$ cat config.mk
export PLATFORM = sky130hd
export DESIGN_NAME = store_commit_flat
export DESIGN_NICKNAME = d
export VERILOG_FILES = /design/src/hdl/lsq_pkg.sv /design/src/hdl/lsq_if.sv /design/src/hdl/store_commit.sv /design/src/flat_wrapper.sv
export VERILOG_INCLUDE_DIRS = /design/src /design/src/hdl
export SDC_FILE = /design/constraint.sdc
export NUM_CORES = 1
export LEC_CHECK = 0
export BUFFER_PORTS_ARGS = -buffer_cell sky130_fd_sc_hd__buf_2
export CORE_AREA = 3 3 90 92
export CTS_CLUSTER_DIAMETER = 60
export DETAILED_ROUTE_END_ITERATION = 12
export DIE_AREA = 0 0 93 95
export GPL_TIMING_DRIVEN = 0
export PLACE_DENSITY = 0.77
export SLEW_MARGIN = 5
export SYNTH_ARGS = -nofsm -noshare
export SYNTH_HDL_FRONTEND = slang
export SYNTH_SLANG_ARGS = --single-unit
$ cat constraint.sdc
create_clock -name clock -period 11.4 [get_ports clock]
set_input_delay 0.57 -clock clock [delete_from_list [all_inputs] [get_ports clock]]
set_output_delay 0.57 -clock clock [all_outputs]
set_load 0.05 [all_outputs]
$ cat src/hdl/lsq_config.svh
`ifndef LSQ_CONFIG_SVH
`define LSQ_CONFIG_SVH

// store queue ring depth, must be a power of two so the index wraps for free
`define SQ_SIZE 16

// one slot stays empty, usable capacity is SQ_SIZE-1

`define ADDR_W 32 // byte address of a store or load
`define DATA_W 64 // full word stores only

`endif
$ cat src/hdl/lsq_pkg.sv
`include "lsq_config.svh"

package lsq_pkg;

	// ring position, shared by head, tail, ld_pos and ex_index
	typedef logic [$clog2(`SQ_SIZE)-1:0] sq_idx_t;

	typedef logic [`ADDR_W-1:0] addr_t; // memory address
	typedef logic [`DATA_W-1:0] data_t; // store payload

	// commit unit states
	typedef enum logic [1:0] {
		idle, // waiting for a retired store
		bus,  // wishbone cycle open, waiting for ack
		done  // ack seen, pop the head this cycle
	} commit_state_t;

endpackage

$ cat src/hdl/lsq_if.sv
`timescale 1ns/1ps
`include "lsq_config.svh"


// oldest retired store handed to the commit unit
interface commit_if;
	import lsq_pkg::*;

	logic pending; // a retired store sits at head
	addr_t head_addr;
	data_t head_data;
	logic pop; // head has been written, free it

	modport queue (output pending, head_addr, head_data, input pop);
	modport commit (input pending, head_addr, head_data, output pop);
endinterface

$ cat src/hdl/store_commit.sv
`timescale 1ns/1ps

module store_commit (
	input logic clock,
	input logic reset,
	commit_if.commit cq, // head store of the queue
	input logic wb_ack,

	output logic wb_cyc,
	output logic wb_stb,
	output logic wb_we,
	output lsq_pkg::addr_t wb_adr,
	output lsq_pkg::data_t wb_dat_w
);
	import lsq_pkg::*;

	commit_state_t state, state_n;
	addr_t adr_q; // captured head address, held through the cycle
	data_t dat_q; // captured head data

	always_comb begin
		state_n = state;
		case (state)
			idle: if (cq.pending) state_n = bus; // open a bus cycle
			bus: if (wb_ack) state_n = done; // write accepted
			done: state_n = idle; // head moves on this cycle
			default: state_n = idle;
		endcase
	end

	always_ff @(posedge clock) begin
		if (reset)
			state <= idle;
		else
			state <= state_n;
	end

	// latch the store on leaving idle
	always_ff @(posedge clock) begin
		if (state == idle && cq.pending) begin
			adr_q <= cq.head_addr;
			dat_q <= cq.head_data;
		end
	end

	// classic single write, cyc and stb move together
	assign wb_cyc = (state == bus);
	assign wb_stb = (state == bus);
	assign wb_we = (state == bus); // every cycle is a write
	assign wb_adr = adr_q;
	assign wb_dat_w = dat_q;

	// one cycle pulse after the ack edge, also the idle gap on the bus
	assign cq.pop = (state == done);

endmodule

$ cat src/flat_wrapper.sv
// flat-port wrapper written by rule: the top's interface ports become plain ports
module store_commit_flat import lsq_pkg::*;
  (clock, reset, wb_ack, wb_cyc, wb_stb, wb_we, wb_adr, wb_dat_w, cq_pending, cq_head_addr, cq_head_data, cq_pop);
  commit_if cq_i ();
  input logic clock;
  input logic reset;
  input logic wb_ack;
  output logic wb_cyc;
  output logic wb_stb;
  output logic wb_we;
  output lsq_pkg::addr_t wb_adr;
  output lsq_pkg::data_t wb_dat_w;
  input wire logic [$bits(cq_i.pending)-1:0] cq_pending;
  input wire logic [$bits(cq_i.head_addr)-1:0] cq_head_addr;
  input wire logic [$bits(cq_i.head_data)-1:0] cq_head_data;
  output wire logic [$bits(cq_i.pop)-1:0] cq_pop;
  assign cq_i.pending = cq_pending;
  assign cq_i.head_addr = cq_head_addr;
  assign cq_i.head_data = cq_head_data;
  assign cq_pop = cq_i.pop;
  store_commit u_core (.clock(clock), .reset(reset), .cq(cq_i), .wb_ack(wb_ack), .wb_cyc(wb_cyc), .wb_stb(wb_stb), .wb_we(wb_we), .wb_adr(wb_adr), .wb_dat_w(wb_dat_w));
endmodule
## After elaboration in Yosys (flattened, before gate mapping)

Index checks and enable logic that the tools add are counted.

- Register bits: 98
- Input bits: 100
- Output and inout port bits: 100
- Logic and storage cells: 13

- Eq/ne operators: 4
- Reduce and logical (&&, ||, !) cells: 3
- Multiplexer cells: 3

Operators by type and width:

| kind | count |
|---|---|
| 2-bit two-way mux | 2 |
| 2-bit != test, second input constant | 2 |
| 2-bit case mux with 2 select lines | 1 |
| 2-bit by 1-bit equality test with 1-bit output, second input constant | 1 |
| 2-bit equality test, second input constant | 1 |
| 2-bit zero test | 1 |
| 2-bit AND reduction | 1 |
| 1-bit logical AND | 1 |

## Logic depth before layout (Yosys ltp)

- Depth in word-level cells: 3
- Mapped depth: 2

## Worst setup path before layout

OpenSTA, ideal clock, no wires.

- Kind: input-to-reg
- Start point: input port cq_pending
- End point: register u_core.adr_q[0] (netlist: u_core.wb_adr[0]), enable pin
- Path buffers: 0
- Slack: 3,250 ps
- Data arrival time: 7,463 ps
- Setup time: 688 ps
- Stages: 1
- Cell sequence: nor3b_1

- Cells in the longest elaborated chain, start to end: 1

Ends and longest elaborated chain:

| element | RTL line | text |
|---|---|---|
| start: declaration | flat_wrapper.sv:13 | `input wire logic [$bits(cq_i.pending)-1:0] cq_pending;` |
| 1-bit logical AND | store_commit.sv:40 | `if (state == idle && cq.pending) begin` |
| end signal: assignment | store_commit.sv:41 | `adr_q <= cq.head_addr;` |
| end: declaration | store_commit.sv:18 | `addr_t adr_q;` |

No other way between the ends.
A chain may end at the register's enable or synchronous reset.

## Worst setup path after layout

- Start point: register u_core.state[0]
- End point: output port wb_stb

- Cells in the longest elaborated chain, start to end: 1

Ends and longest elaborated chain:

| element | RTL line | text |
|---|---|---|
| start: declaration | store_commit.sv:17 | `commit_state_t state, state_n;` |
| start signal: assignment | store_commit.sv:33 | `state <= idle;` |
| start signal: assignment | store_commit.sv:35 | `state <= state_n;` |
| 2-bit by 1-bit equality test with 1-bit output | store_commit.sv:48 | `assign wb_stb = (state == bus);` |
| end: declaration | flat_wrapper.sv:9 | `output logic wb_stb;` |

No other way between the ends.

==> impl_metrics.tcl <==
set metrics [dict create \
    rsz0062_at_grt "no" \
    grtUsageMet1_pct 14.9 \
    tns_ps 0 \
    grtUsageMet2_pct 29.6 \
    antenna_found_initial 0 \
    yosysWarningCount 0 \
    track_usage_pct 16.2 \
    cts_buffer_depth 2 \
    htree_levels 3 \
    gp_congestion 0.721 \
    worst_pin_slew_ps 815 \
    io_pins 200 \
    fmax_mhz 477 \
    fill_cells 611 \
    synth_cell_types 10 \
    grt_pass1_vias 2007 \
    status "completed" \
    crit_type "reg -> out" \
    finalMaxSlewViolations 0 \
    grt_pass1_wl_um 10300 \
    maxCapViolCount 0 \
    dp_cells 413 \
    vias 1841 \
    path_max_fanout 5 \
    dp.final_hpwl_um 5730 \
    fin_skew_ps 9.85 \
    gr-total-overflow 0 \
    setup_viol 0 \
    cts_tree "built" \
    root_buffer "clkbuf_8" \
    cp-end-kind "primary output" \
    numCtsBuffers 9 \
    cts_setup_buffers 0 \
    syn2layout_area_growth_pct 46.0 \
    synth_nets 207 \
    grt-busiest-layer "met2" \
    vdd_ir_drop_max_v 0.000106 \
    worstSkewPairLatency_ps 360 \
    worstPathArrival_ps 1530 \
    syn_area_per_cell_um2 28.0 \
    nets 425 \
    cts_resized 0 \
    path_clk_slew_ps 100 \
    clock_sinks 98 \
    drt_iter0_drc 79 \
    grt_max_degree 18 \
    routedWlPerCell_um 16.9 \
    postCtsHoldBufs 0 \
    period_share_pct 18.4 \
    cp_data_required_time_ps 10830 \
    drt-vias-per-instance 4.29 \
    period_minus_slack_ps 2100 \
    relSlewSlack_pct 45.4 \
    p_leak_nw 1.89 \
    start_util_pct 41.1 \
    fp.dieH_um 95 \
    finalPower_mw 0.774 \
    gr-usage-met3_pct 8.76 \
    hold_viol 0 \
    rows 31 \
    netlist_area_um2 3000 \
    drtAntennaViolNets 0 \
    finalNonFillerCells 429 \
    dieArea_um2 8840 \
    drc 0 \
    die_w_um 93 \
    ys_seq_area_share_pct 97.5 \
    cp-start-kind "flip-flop" \
    yosys_register_bits 98 \
    io_buffers 199 \
    min_path_type "in -> reg" \
    core_area_um2 7290 \
    p_per_area_nw_per_um2 177 \
    antenna_cells 0 \
    drive_gt1_share_pct 69.1 \
    netlist_instances 107 \
    firstDrtPassIters 6 \
    wl_um 7240 \
]
## report_power, final
part | internal [mW] | switching (mW)
sequential | 0.424 | 0.00585
clock | 0.0821 | 0.122
combinational | 0.0324 | 0.108
## critical path, stage by stage, from the launching register on
cell	delay (ps)
dfxtp_1	440
nor2b_1	310
buf_4	170
buf_2	260
## routing by layer
layer  vias up  wire length [um]
li1        861                 -
met5         -                 0
met2       118              3970
met3        18               829
met4         0               182
met1       844              2260
## cell type report
cell class              instances  area, um^2  share of cell area [%]
plain buffers                   2        15.0                   0.343
flip-flops and latches         98        2920                    66.8
clock inverters                 6        51.3                    1.17
repair buffers                207        1070                    24.5
well taps                      99         124                    2.83
clock buffers                  10         128                    2.92
multi-input cells               7        66.3                    1.51
## cells in the mapped netlist, drive strengths merged
cell type  instances  area share [%]
nor3b              1            0.25
dfxtp              2             1.3
nor4b              1            0.79
nor2b              1            0.21
buf                2            0.50
and2b              1            0.29
nand2              1            0.13
edfxtp            96              96
nor3               1            0.17
nor2               1            0.21
## sequential cells by signal, indices dropped and copies added, names as in the netlist
signal and cells:
u_core.state 2, u_core.wb_adr 32, u_core.wb_dat_w 64
## final timing paths
kind / from / endpoint / slack, ps / depth (start not counted)
max reg2reg: u_core.state[1] / u_core.wb_dat_w[1] / 9400 / 4
min: cq_head_addr[14] / u_core.wb_adr[14] / 380 / 1
max: u_core.state[0] / wb_stb / 9300 / 3
min reg2reg: u_core.state[0] / u_core.state[1] / 570 / 2
## logic make-up (layout without fill, tap and decap cells)
kind of cell | count (synthesis) | after routing | share of synthesized area [%]
flip-flops | 98 | 98 | 97.5
AND/OR/NAND/NOR | 7 | 7 | 2.04
buffers and inverters | 2 | 225 | 0.500
## metrics by stage
step | hold WS (ps) | util (%) | cell area, um^2 | setup WS (ps)
floorplan | 478 | - | 3000 | 3250
global placement | 518 | 56.5 | 4120 | 963
detailed placement | 533 | 57.6 | 4200 | 9110
CTS | 362 | 60.0 | 4380 | 9300
global route | 354 | 60.0 | 4380 | 9220
finish | 380 | 60.0 | 4380 | 9300
## cell usage in the layout, fill, tap and decap left out
cell	count
nor4b_4	1
nor2b_1	1
clkinv_4	1
dfxtp_1	2
buf_2	199
buf_8	1
edfxtp_1	96
nor2_2	1
inv_6	1
clkinvlp_4	3
buf_4	7
clkbuf_1	1
and2b_2	1
nor3b_2	1
inv_8	1
nand2_1	1
buf_6	2
nor3_1	1
clkbuf_8	9
Note: power is estimated with default switching activity, not from simulation.
