<file path="config.mk">
export PLATFORM = sky130hd
export DESIGN_NAME = store_queue_flat
export DESIGN_NICKNAME = d
export VERILOG_FILES = /design/src/hdl/lsq_pkg.sv /design/src/hdl/lsq_if.sv /design/src/hdl/store_queue.sv /design/src/flat_wrapper.sv
export VERILOG_INCLUDE_DIRS = /design/src /design/src/hdl
export SDC_FILE = /design/constraint.sdc
export NUM_CORES = 2
export LEC_CHECK = 0
export BUFFER_PORTS_ARGS = -buffer_cell sky130_fd_sc_hd__buf_2
export CORE_AREA = 4 4 732 734
export CTS_BUF_LIST = sky130_fd_sc_hd__clkbuf_16
export CTS_CLUSTER_DIAMETER = 60
export CTS_CLUSTER_SIZE = 40
export DETAILED_ROUTE_END_ITERATION = 12
export DIE_AREA = 0 0 736 738
export SLEW_MARGIN = 40
export SYNTH_ARGS = -nofsm -noshare
export SYNTH_HDL_FRONTEND = slang
export SYNTH_SLANG_ARGS = --single-unit
</file>
<file path="constraint.sdc">
create_clock -name clock -period 4.9 [get_ports clock]
set_clock_uncertainty 0.1 [all_clocks]
set_input_delay 1.47 -clock clock [delete_from_list [all_inputs] [get_ports clock]]
set_output_delay 1.47 -clock clock [all_outputs]
set_load 0.02 [all_outputs]
</file>
<file path="src/hdl/lsq_config.svh">
`ifndef LSQ_CONFIG_SVH
`define LSQ_CONFIG_SVH

// store queue ring depth, must be a power of two so the index wraps for free
`define SQ_SIZE 16

// one slot stays empty, usable capacity is SQ_SIZE-1

`define ADDR_W 32 // byte address of a store or load
`define DATA_W 64 // full word stores only

`endif
</file>
<file path="src/hdl/lsq_pkg.sv">
`include "lsq_config.svh"

package lsq_pkg;

	// ring position, shared by head, tail, ld_pos and ex_index
	typedef logic [$clog2(`SQ_SIZE)-1:0] sq_idx_t;

	typedef logic [`ADDR_W-1:0] addr_t; // memory address
	typedef logic [`DATA_W-1:0] data_t; // store payload

	// commit unit states
	typedef enum logic [1:0] {
		idle, // waiting for a retired store
		bus,  // wishbone cycle open, waiting for ack
		done  // ack seen, pop the head this cycle
	} commit_state_t;

endpackage

</file>
<file path="src/hdl/lsq_if.sv">
`timescale 1ns/1ps
`include "lsq_config.svh"

// load lookup into the store queue, plus the queue state the selector reads
interface fwd_if;
	import lsq_pkg::*;

	logic rd_en; // lookup request
	addr_t addr_rd; // load address
	sq_idx_t ld_pos; // sq tail seen by the load at dispatch
	logic hit; // some older store matches
	logic valid; // matching store has its data
	data_t data_rd; // forwarded data

	addr_t [`SQ_SIZE-1:0] sq_addr; // entry addresses
	logic [`SQ_SIZE-1:0] sq_addr_rdy; // address known
	data_t [`SQ_SIZE-1:0] sq_data; // entry data
	logic [`SQ_SIZE-1:0] sq_data_rdy; // data known
	sq_idx_t head; // oldest store not yet written to memory
	sq_idx_t tail; // next free slot

	modport client (output rd_en, addr_rd, ld_pos, input hit, valid, data_rd);
	modport select (input rd_en, addr_rd, ld_pos, output hit, valid, data_rd);
	modport queue (output sq_addr, sq_addr_rdy, sq_data, sq_data_rdy, head, tail);
endinterface

// oldest retired store handed to the commit unit
interface commit_if;
	import lsq_pkg::*;

	logic pending; // a retired store sits at head
	addr_t head_addr;
	data_t head_data;
	logic pop; // head has been written, free it

	modport queue (output pending, head_addr, head_data, input pop);
	modport commit (input pending, head_addr, head_data, output pop);
endinterface

</file>
<file path="src/hdl/store_queue.sv">
`timescale 1ns/1ps
`include "lsq_config.svh"

module store_queue (
	input logic clock,
	input logic reset,

	input logic dispatch_en, // new store in program order
	input logic dispatch_addr_ready, // address already known at dispatch
	input logic dispatch_data_ready, // data already known at dispatch
	input lsq_pkg::addr_t dispatch_addr,
	input lsq_pkg::data_t dispatch_data,

	input logic ex_en, // store executes
	input logic ex_addr_en, // execute supplies the address
	input logic ex_data_en, // execute supplies the data
	input lsq_pkg::sq_idx_t ex_index, // slot of the executing store
	input lsq_pkg::addr_t ex_addr,
	input lsq_pkg::data_t ex_data,

	input logic rt_en, // oldest unretired store retires

	fwd_if.queue fq, // entry state out to the forwarding selector
	commit_if.queue cq, // head store out to the commit unit

	output lsq_pkg::sq_idx_t tail_out, // slot the next dispatch gets
	output logic full
);
	import lsq_pkg::*;

	// entry payload, no reset needed
	addr_t [`SQ_SIZE-1:0] addr_q, addr_n;
	data_t [`SQ_SIZE-1:0] data_q, data_n;

	// per entry ready bits
	logic [`SQ_SIZE-1:0] addr_rdy_q, addr_rdy_n;
	logic [`SQ_SIZE-1:0] data_rdy_q, data_rdy_n;

	// ring pointers, head <= rt_ptr <= tail in ring order
	sq_idx_t head, head_n;
	sq_idx_t rt_ptr, rt_ptr_n; // first store not yet retired
	sq_idx_t tail, tail_n;

	// one slot kept empty so full and empty differ
	assign full = (sq_idx_t'(tail + 1'b1) == head);
	assign tail_out = tail;

	always_comb begin
		addr_n = addr_q;
		data_n = data_q;
		addr_rdy_n = addr_rdy_q;
		data_rdy_n = data_rdy_q;
		head_n = head;
		rt_ptr_n = rt_ptr;
		tail_n = tail;

		// commit finished with the head store
		if (cq.pop) begin
			addr_rdy_n[head] = 1'b0;
			data_rdy_n[head] = 1'b0;
			head_n = head + 1'b1;
		end

		// late address and data from execute
		if (ex_en) begin
			if (ex_addr_en) begin
				addr_n[ex_index] = ex_addr;
				addr_rdy_n[ex_index] = 1'b1;
			end
			if (ex_data_en) begin
				data_n[ex_index] = ex_data;
				data_rdy_n[ex_index] = 1'b1;
			end
		end

		// in order retire, the environment never retires past tail
		if (rt_en)
			rt_ptr_n = rt_ptr + 1'b1;

		// registered full decides, a same cycle pop does not help dispatch
		if (dispatch_en && !full) begin
			addr_n[tail] = dispatch_addr;
			data_n[tail] = dispatch_data;
			addr_rdy_n[tail] = dispatch_addr_ready;
			data_rdy_n[tail] = dispatch_data_ready;
			tail_n = tail + 1'b1;
		end
	end

	always_ff @(posedge clock) begin
		if (reset) begin
			head <= '0;
			rt_ptr <= '0;
			tail <= '0;
			addr_rdy_q <= '0;
			data_rdy_q <= '0;
		end else begin
			head <= head_n;
			rt_ptr <= rt_ptr_n;
			tail <= tail_n;
			addr_rdy_q <= addr_rdy_n;
			data_rdy_q <= data_rdy_n;
		end
	end

	always_ff @(posedge clock) begin
		addr_q <= addr_n;
		data_q <= data_n;
	end

	// registered state only, the selector never sees next state values
	assign fq.sq_addr = addr_q;
	assign fq.sq_addr_rdy = addr_rdy_q;
	assign fq.sq_data = data_q;
	assign fq.sq_data_rdy = data_rdy_q;
	assign fq.head = head;
	assign fq.tail = tail;

	assign cq.pending = (head != rt_ptr); // retired but not yet in memory
	assign cq.head_addr = addr_q[head];
	assign cq.head_data = data_q[head];

endmodule

</file>
<file path="src/flat_wrapper.sv">
// flat-port wrapper written by rule: the top's interface ports become plain ports
module store_queue_flat import lsq_pkg::*;
  (clock, reset, dispatch_en, dispatch_addr_ready, dispatch_data_ready, dispatch_addr, dispatch_data, ex_en, ex_addr_en, ex_data_en, ex_index, ex_addr, ex_data, rt_en, tail_out, full, fq_sq_addr, fq_sq_addr_rdy, fq_sq_data, fq_sq_data_rdy, fq_head, fq_tail, cq_pending, cq_head_addr, cq_head_data, cq_pop);
  fwd_if fq_i ();
  commit_if cq_i ();
  input logic clock;
  input logic reset;
  input logic dispatch_en;
  input logic dispatch_addr_ready;
  input logic dispatch_data_ready;
  input lsq_pkg::addr_t dispatch_addr;
  input lsq_pkg::data_t dispatch_data;
  input logic ex_en;
  input logic ex_addr_en;
  input logic ex_data_en;
  input lsq_pkg::sq_idx_t ex_index;
  input lsq_pkg::addr_t ex_addr;
  input lsq_pkg::data_t ex_data;
  input logic rt_en;
  output lsq_pkg::sq_idx_t tail_out;
  output logic full;
  output wire logic [$bits(fq_i.sq_addr)-1:0] fq_sq_addr;
  output wire logic [$bits(fq_i.sq_addr_rdy)-1:0] fq_sq_addr_rdy;
  output wire logic [$bits(fq_i.sq_data)-1:0] fq_sq_data;
  output wire logic [$bits(fq_i.sq_data_rdy)-1:0] fq_sq_data_rdy;
  output wire logic [$bits(fq_i.head)-1:0] fq_head;
  output wire logic [$bits(fq_i.tail)-1:0] fq_tail;
  output wire logic [$bits(cq_i.pending)-1:0] cq_pending;
  output wire logic [$bits(cq_i.head_addr)-1:0] cq_head_addr;
  output wire logic [$bits(cq_i.head_data)-1:0] cq_head_data;
  input wire logic [$bits(cq_i.pop)-1:0] cq_pop;
  assign fq_sq_addr = fq_i.sq_addr;
  assign fq_sq_addr_rdy = fq_i.sq_addr_rdy;
  assign fq_sq_data = fq_i.sq_data;
  assign fq_sq_data_rdy = fq_i.sq_data_rdy;
  assign fq_head = fq_i.head;
  assign fq_tail = fq_i.tail;
  assign cq_pending = cq_i.pending;
  assign cq_head_addr = cq_i.head_addr;
  assign cq_head_data = cq_i.head_data;
  assign cq_i.pop = cq_pop;
  store_queue u_core (.clock(clock), .reset(reset), .dispatch_en(dispatch_en), .dispatch_addr_ready(dispatch_addr_ready), .dispatch_data_ready(dispatch_data_ready), .dispatch_addr(dispatch_addr), .dispatch_data(dispatch_data), .ex_en(ex_en), .ex_addr_en(ex_addr_en), .ex_data_en(ex_data_en), .ex_index(ex_index), .ex_addr(ex_addr), .ex_data(ex_data), .rt_en(rt_en), .fq(fq_i), .cq(cq_i), .tail_out(tail_out), .full(full));
endmodule
</file>
Word level (Yosys, flattened, before mapping)
Index checks and enable logic that the tools add are counted.
{ "classes": {"addsub": 3, "n_mul": 0, "div_mod_pow": 0, "magnitude_cmp": 6, "eq_ne": 2, "shifts": 0, "mux": 38, "bitwise": 5, "reduce_logical": 5} }
{ "op_table": {"columns": ["operator", "count"], "rows": [
  ["2-to-1 mux 1024 bit", 3],
  ["bitwise mux 1024 bit", 2],
  ["2-to-1 mux 512 bit", 3],
  ["bitwise mux 512 bit", 2],
  ["demux 64 bit (select 4 bit)", 2],
  ["binary-select mux 64 bit (select 4 bit)", 1],
  ["demux 32 bit (select 4 bit)", 2],
  ["2-to-1 mux 64 bit", 3],
  ["binary-select mux 32 bit (select 4 bit)", 1],
  ["2-to-1 mux 16 bit", 8],
  ["2-to-1 mux 32 bit", 3],
  ["AND 16 bit", 2],
  ["bitwise mux 16 bit", 2],
  ["bitwise OR 16 bit", 2],
  ["inverter 16 bit", 1],
  ["less-than comparator 4 x 5 -> 1 bit, second input constant", 3],
  ["adder 4 x 1 -> 4 bit, second input constant", 3],
  ["demux 1 bit (select 4 bit)", 3],
  ["greater-or-equal comparator 4 x 1 -> 1 bit, second input constant", 3],
  ["== test 4 bit", 1],
  ["logical AND 1 bit", 4],
  ["!= test 4 bit", 1],
  ["2-to-1 mux 1 bit", 3],
  ["zero test 1 bit", 1]
]} }
{ "totals": {"reg_bits": 1580, "latchBits": 0, "mem_bits_rw": 0, "mem_bits_ro": 0, "in_bits": 206, "out_inout_bits": 1678, "wordCells": 96, "n_memories": 0} }

Longest topological paths before layout
{ "logic_depth": {"depth_word": 12, "depth_mapped": 9, "mapped_depth_nobuf": 6} }

Least setup slack after synthesis
Ideal clock, no wire load.
{ "synth_timing": {"path_kind": "flip-flop to output port", "from": "register u_core.head[0], in the netlist u_core.fq.head[0]", "to": "output cq_head_addr[15]", "t_arrival_ns": 2.663, "t_required_ns": 3.330, "path_slack_ns": 0.667, "path_stages_with_launch": 6, "path_buffers": 3, "cell_sequence": "dfxtp_1 > buf_2 > buf_2 > buf_1 > mux4_2 > mux4_2"} }
{ "synth_between": {"elab_chain_cells": 2} }
{ "synth_lines": {"columns": ["element", "line_no", "source"], "rows": [
  ["start: declaration", "store_queue.sv:40", "sq_idx_t head, head_n;"],
  ["start signal: assignment", "store_queue.sv:98", "head <= head_n;"],
  ["binary-select mux 32 bit (select 4 bit)", "store_queue.sv:120", "assign cq.head_addr = addr_q[head];"],
  ["2-to-1 mux 32 bit (implied by the code)", "store_queue.sv:120", null],
  ["end: declaration", "flat_wrapper.sv:29", "output wire logic [$bits(cq_i.head_addr)-1:0] cq_head_addr;"]
]} }
Every way passes these cells. The select of a mux whose other input is x is not followed.

Worst setup path after layout
{ "layout_timing": {"from": "register u_core.head[0], in the netlist u_core.fq.head[0]", "to": "output cq_head_data[18]"} }
{ "layout_between": {"elab_chain_cells": 2} }
{ "layout_lines": {"columns": ["element", "line_no", "source"], "rows": [
  ["binary-select mux 64 bit (select 4 bit)", "store_queue.sv:121", "assign cq.head_data = data_q[head];"],
  ["2-to-1 mux 64 bit (implied by the code)", "store_queue.sv:121", null],
  ["end: declaration", "flat_wrapper.sv:30", "output wire logic [$bits(cq_i.head_data)-1:0] cq_head_data;"]
]} }
Every way passes these cells. The select of a mux whose other input is x is not followed.

==> out/results.ini <==
[grt]
grt_pass1_wl_um = 711000
track_usage_pct = 19.9
antenna_found_initial = 58
grt_pass1_vias = 62100
grt_max_degree = 58
met1_usage_pct = 23.2
grt-ovfl-total = 0
grt.met3_usage_pct = 11.8
use_met2_pct = 29.4
gr-max-usage-layer = met2

[sta]
tns_ns = -1.20
max_freq_mhz = 200
setup_viol = 23
fin_crit_ns = 5.00
post-route-period-util_pct = 102
max_slew_margin_pct = 21.4
hold_viol = 0
fin_ws_ns = -0.0996
drv_slew = 0
hold_ws_ns = 0.430
tightest_slew_ns = 1.18
rsz0062_at_grt = true

[logic_synthesis]
netlist_area_um2 = 81900
synthDominantCellAreaShare_pct = 41.3
avgSynthCellArea_um2 = 13.6
yosys_warnings = 0
synth_nets = 6256
synth.distinct_cells = 39
ys_seq_area_share_pct = 38.6
synth_area_leaders = mux2_2 41%, dfxtp_1 39%, mux4_2 13%
ys_ff_latch = 1580
synthCells = 6041
synth_top_cell_by_area = mux2_2

[placed_design]
port_buffers = 1883
dpl_cell_area_um2 = 101000
gp_congestion = 0.937
hpwl_um = 448000
place_inst = 14500
pre_cts_slack_ns = 0.535

[detailed_routing]
post_drt_wl_per_cell_um = 38.3
postRouteAntennaNets = 0
drc = 0
wirelength_um = 573000
dr.pass1.iters = 6
drt-initial-drc-count = 7077
num_vias = 65200
vias_per_cell = 4.37

[clock_tree]
htreeDepth = 4
clockBufferDepth = 4
clkTransAtPathRegs_ns = 0.05
cts_buffers = 188
root_buffer = clkbuf_16
clock_latency_ns = 0.89
cts_tree = built
clkSinkCount = 1580

[final_layout]
area_growth_pct = 32.7
stdcell_count = 14900
drive_gt1_share_pct = 76.3
fin_area_um2 = 109000
fill_cells = 57100
multi_input_area_um2 = 47600
seq_area_um2 = 31600
nNetsFinal = 7988
utilization_pct = 20.6

[worst_setup_path]
r2r-end = u_core.fq.sq_addr[190]$_DFF_P_
crit_chain = buf_12 -> buf_16 -> buf_12 -> mux4_2 -> mux4_2 -> buf_2
r2r_slack_ns = 1.02
worst-path-buf-inv = 4
cp_max_fo = 12
cpPeakStageDelay_ns = 0.60
regToRegStartpoint = u_core.fq.tail[1]$_SDFFE_PP0N_
arrival_ns = 3.43
cp_top_family = multiplexers
cp_slowest_cell = mux4_2
end_kind = output pin
critPathKind = register to output pin
start_kind = register
worst-path-stages = 6
r2r_cells = 9
required_ns = 3.33

[die]
core_area_um2 = 528000
die-area_um2 = 543000
die_h_um = 738
io_pins = 1884
num_rows = 267
die_w_um = 736
floorplan.initialDensity_pct = 15.5

[hold_path]
hp-class = register to register
hp-start = u_core.rt_ptr[3]$_SDFFE_PP0P_
hold_end = u_core.rt_ptr[3]$_SDFFE_PP0P_
hold_depth = 2

[power]
p_total_mw = 64.2
max-vdd-ir-drop_uv = 361
power_density_nw_per_um2 = 591
leakage_nw = 45.0

[run_status]
violations = setup timing
status = finished, violations left

[job]
cap_violations = 0

==> cell families after synthesis <==
kind of cell	after synthesis	synth area share [%]
buf+inv	653	3.62
fa+ha+maj	9	0.137
compound gates	54	0.632
mux	3588	55.9
flops	1580	38.6
xor+xnor	15	0.188
simple gates	142	0.929
==> cell usage after synthesis (all sizes together) <==
cell / instances
xor3: 1
o31ai: 2
clkbuf: 436
nand4b: 12
mux2i: 34
and4bb: 1
a31oi: 1
nor2: 53
mux4: 480
ha: 9
mux2: 3074
o2111ai: 5
xor2: 6
nand2b: 4
a21o: 6
inv: 6
o21ai: 39
xnor2: 8
or3: 1
nor4bb: 1
o21a: 1
nand4: 9
or4b: 1
nand3: 1
and2: 26
nand2: 23
nor2b: 5
nand4bb: 3
or4bb: 1
or2: 1
dfxtp: 1580
buf: 211
==> state kept, by name (all words and copies together), names as in the netlist <==
register,count
u_core.rt_ptr,4
u_core.fq.head,4
u_core.fq.sq_data,1024
u_core.fq.sq_data_rdy,16
u_core.fq.tail,4
u_core.fq.sq_addr_rdy,16
u_core.fq.sq_addr,512
==> power breakdown <==
group          internal [mW]  leakage (nW)  switching (mW)
Sequential              16.8          13.2            4.02
Clock                   8.29          3.17            6.90
Combinational           11.1          28.7            17.1
Total                   36.2          45.0            28.0
==> how the worst max path moves through the flow <==
stage                     slack [ns]                             end                           start
after floorplan                 0.67                cq_head_addr[15]  u_core.fq.head[0]$_SDFFE_PP0P_
after global placement          0.63  u_core.fq.sq_data[188]$_DFF_P_                     ex_index[2]
after detailed placement        0.53  u_core.fq.sq_data[186]$_DFF_P_                     ex_index[1]
after CTS                      -0.13                 cq_head_data[0]  u_core.fq.head[0]$_SDFFE_PP0P_
after global routing           -0.11                cq_head_data[20]  u_core.fq.head[0]$_SDFFE_PP0P_
final                           -0.1                cq_head_data[18]  u_core.fq.head[0]$_SDFFE_PP0P_
==> routing by layer <==
metal | wire length (um) | vias to the layer above
li1 | - | 26400
met1 | 218000 | 33800
met2 | 238000 | 4064
met3 | 86700 | 910
met4 | 28800 | 21
met5 | 579 | -
==> worst reg2reg max path, cell delays in order, from the launching register on <==
cell and delay (ns):
dfxtp_1 0.30, buf_4 0.19, inv_1 0.10, ha_1 0.32, xor2_1 0.17, or3_2 0.70
buf_4 0.32, o21ai_4 0.57, buf_12 0.34, mux2_2 0.65
==> placed cells by master, fill, tap and decap left out, types with 12 or more instances in the layout <==
cell type	synthesis	final
o21ai_0	27	27
nand4b_1	12	12
inv_8	0	14
o21ai_4	12	12
nor2_1	53	29
buf_4	60	145
inv_6	0	17
nor2_4	0	24
mux2_1	73	73
mux4_2	480	480
clkbuf_16	0	193
mux2i_1	34	34
dfxtp_1	1580	1576
buf_16	0	25
clkinvlp_4	0	19
diode_2	0	18
clkinv_8	0	14
and2_1	26	26
mux2_2	3001	3001
buf_6	23	46
nand2_1	23	17
clkinv_2	0	22
clkinv_4	0	23
clkinv_1	0	18
bufinv_16	0	18
buf_2	92	1845
buf_12	0	115
==> final cells by class <==
class	count	share of cell area, %
well taps	6994	8.05
clock buffers	190	4.37
repair buffers	2189	13.0
diodes	18	0.0414
flip-flops and latches	1580	29.1
multi-input cells	3808	43.8
clock inverters	157	1.64
inverters	6	0.0207
==> timing repair <==
item                                    CTS  global route
gates resized for setup                 106            41
cloned                                   15             3
hold buffers                              0             0
endpoints found under the setup margin   89            41
setup buffers                            31            20
Power figures use the tool's default switching activity.
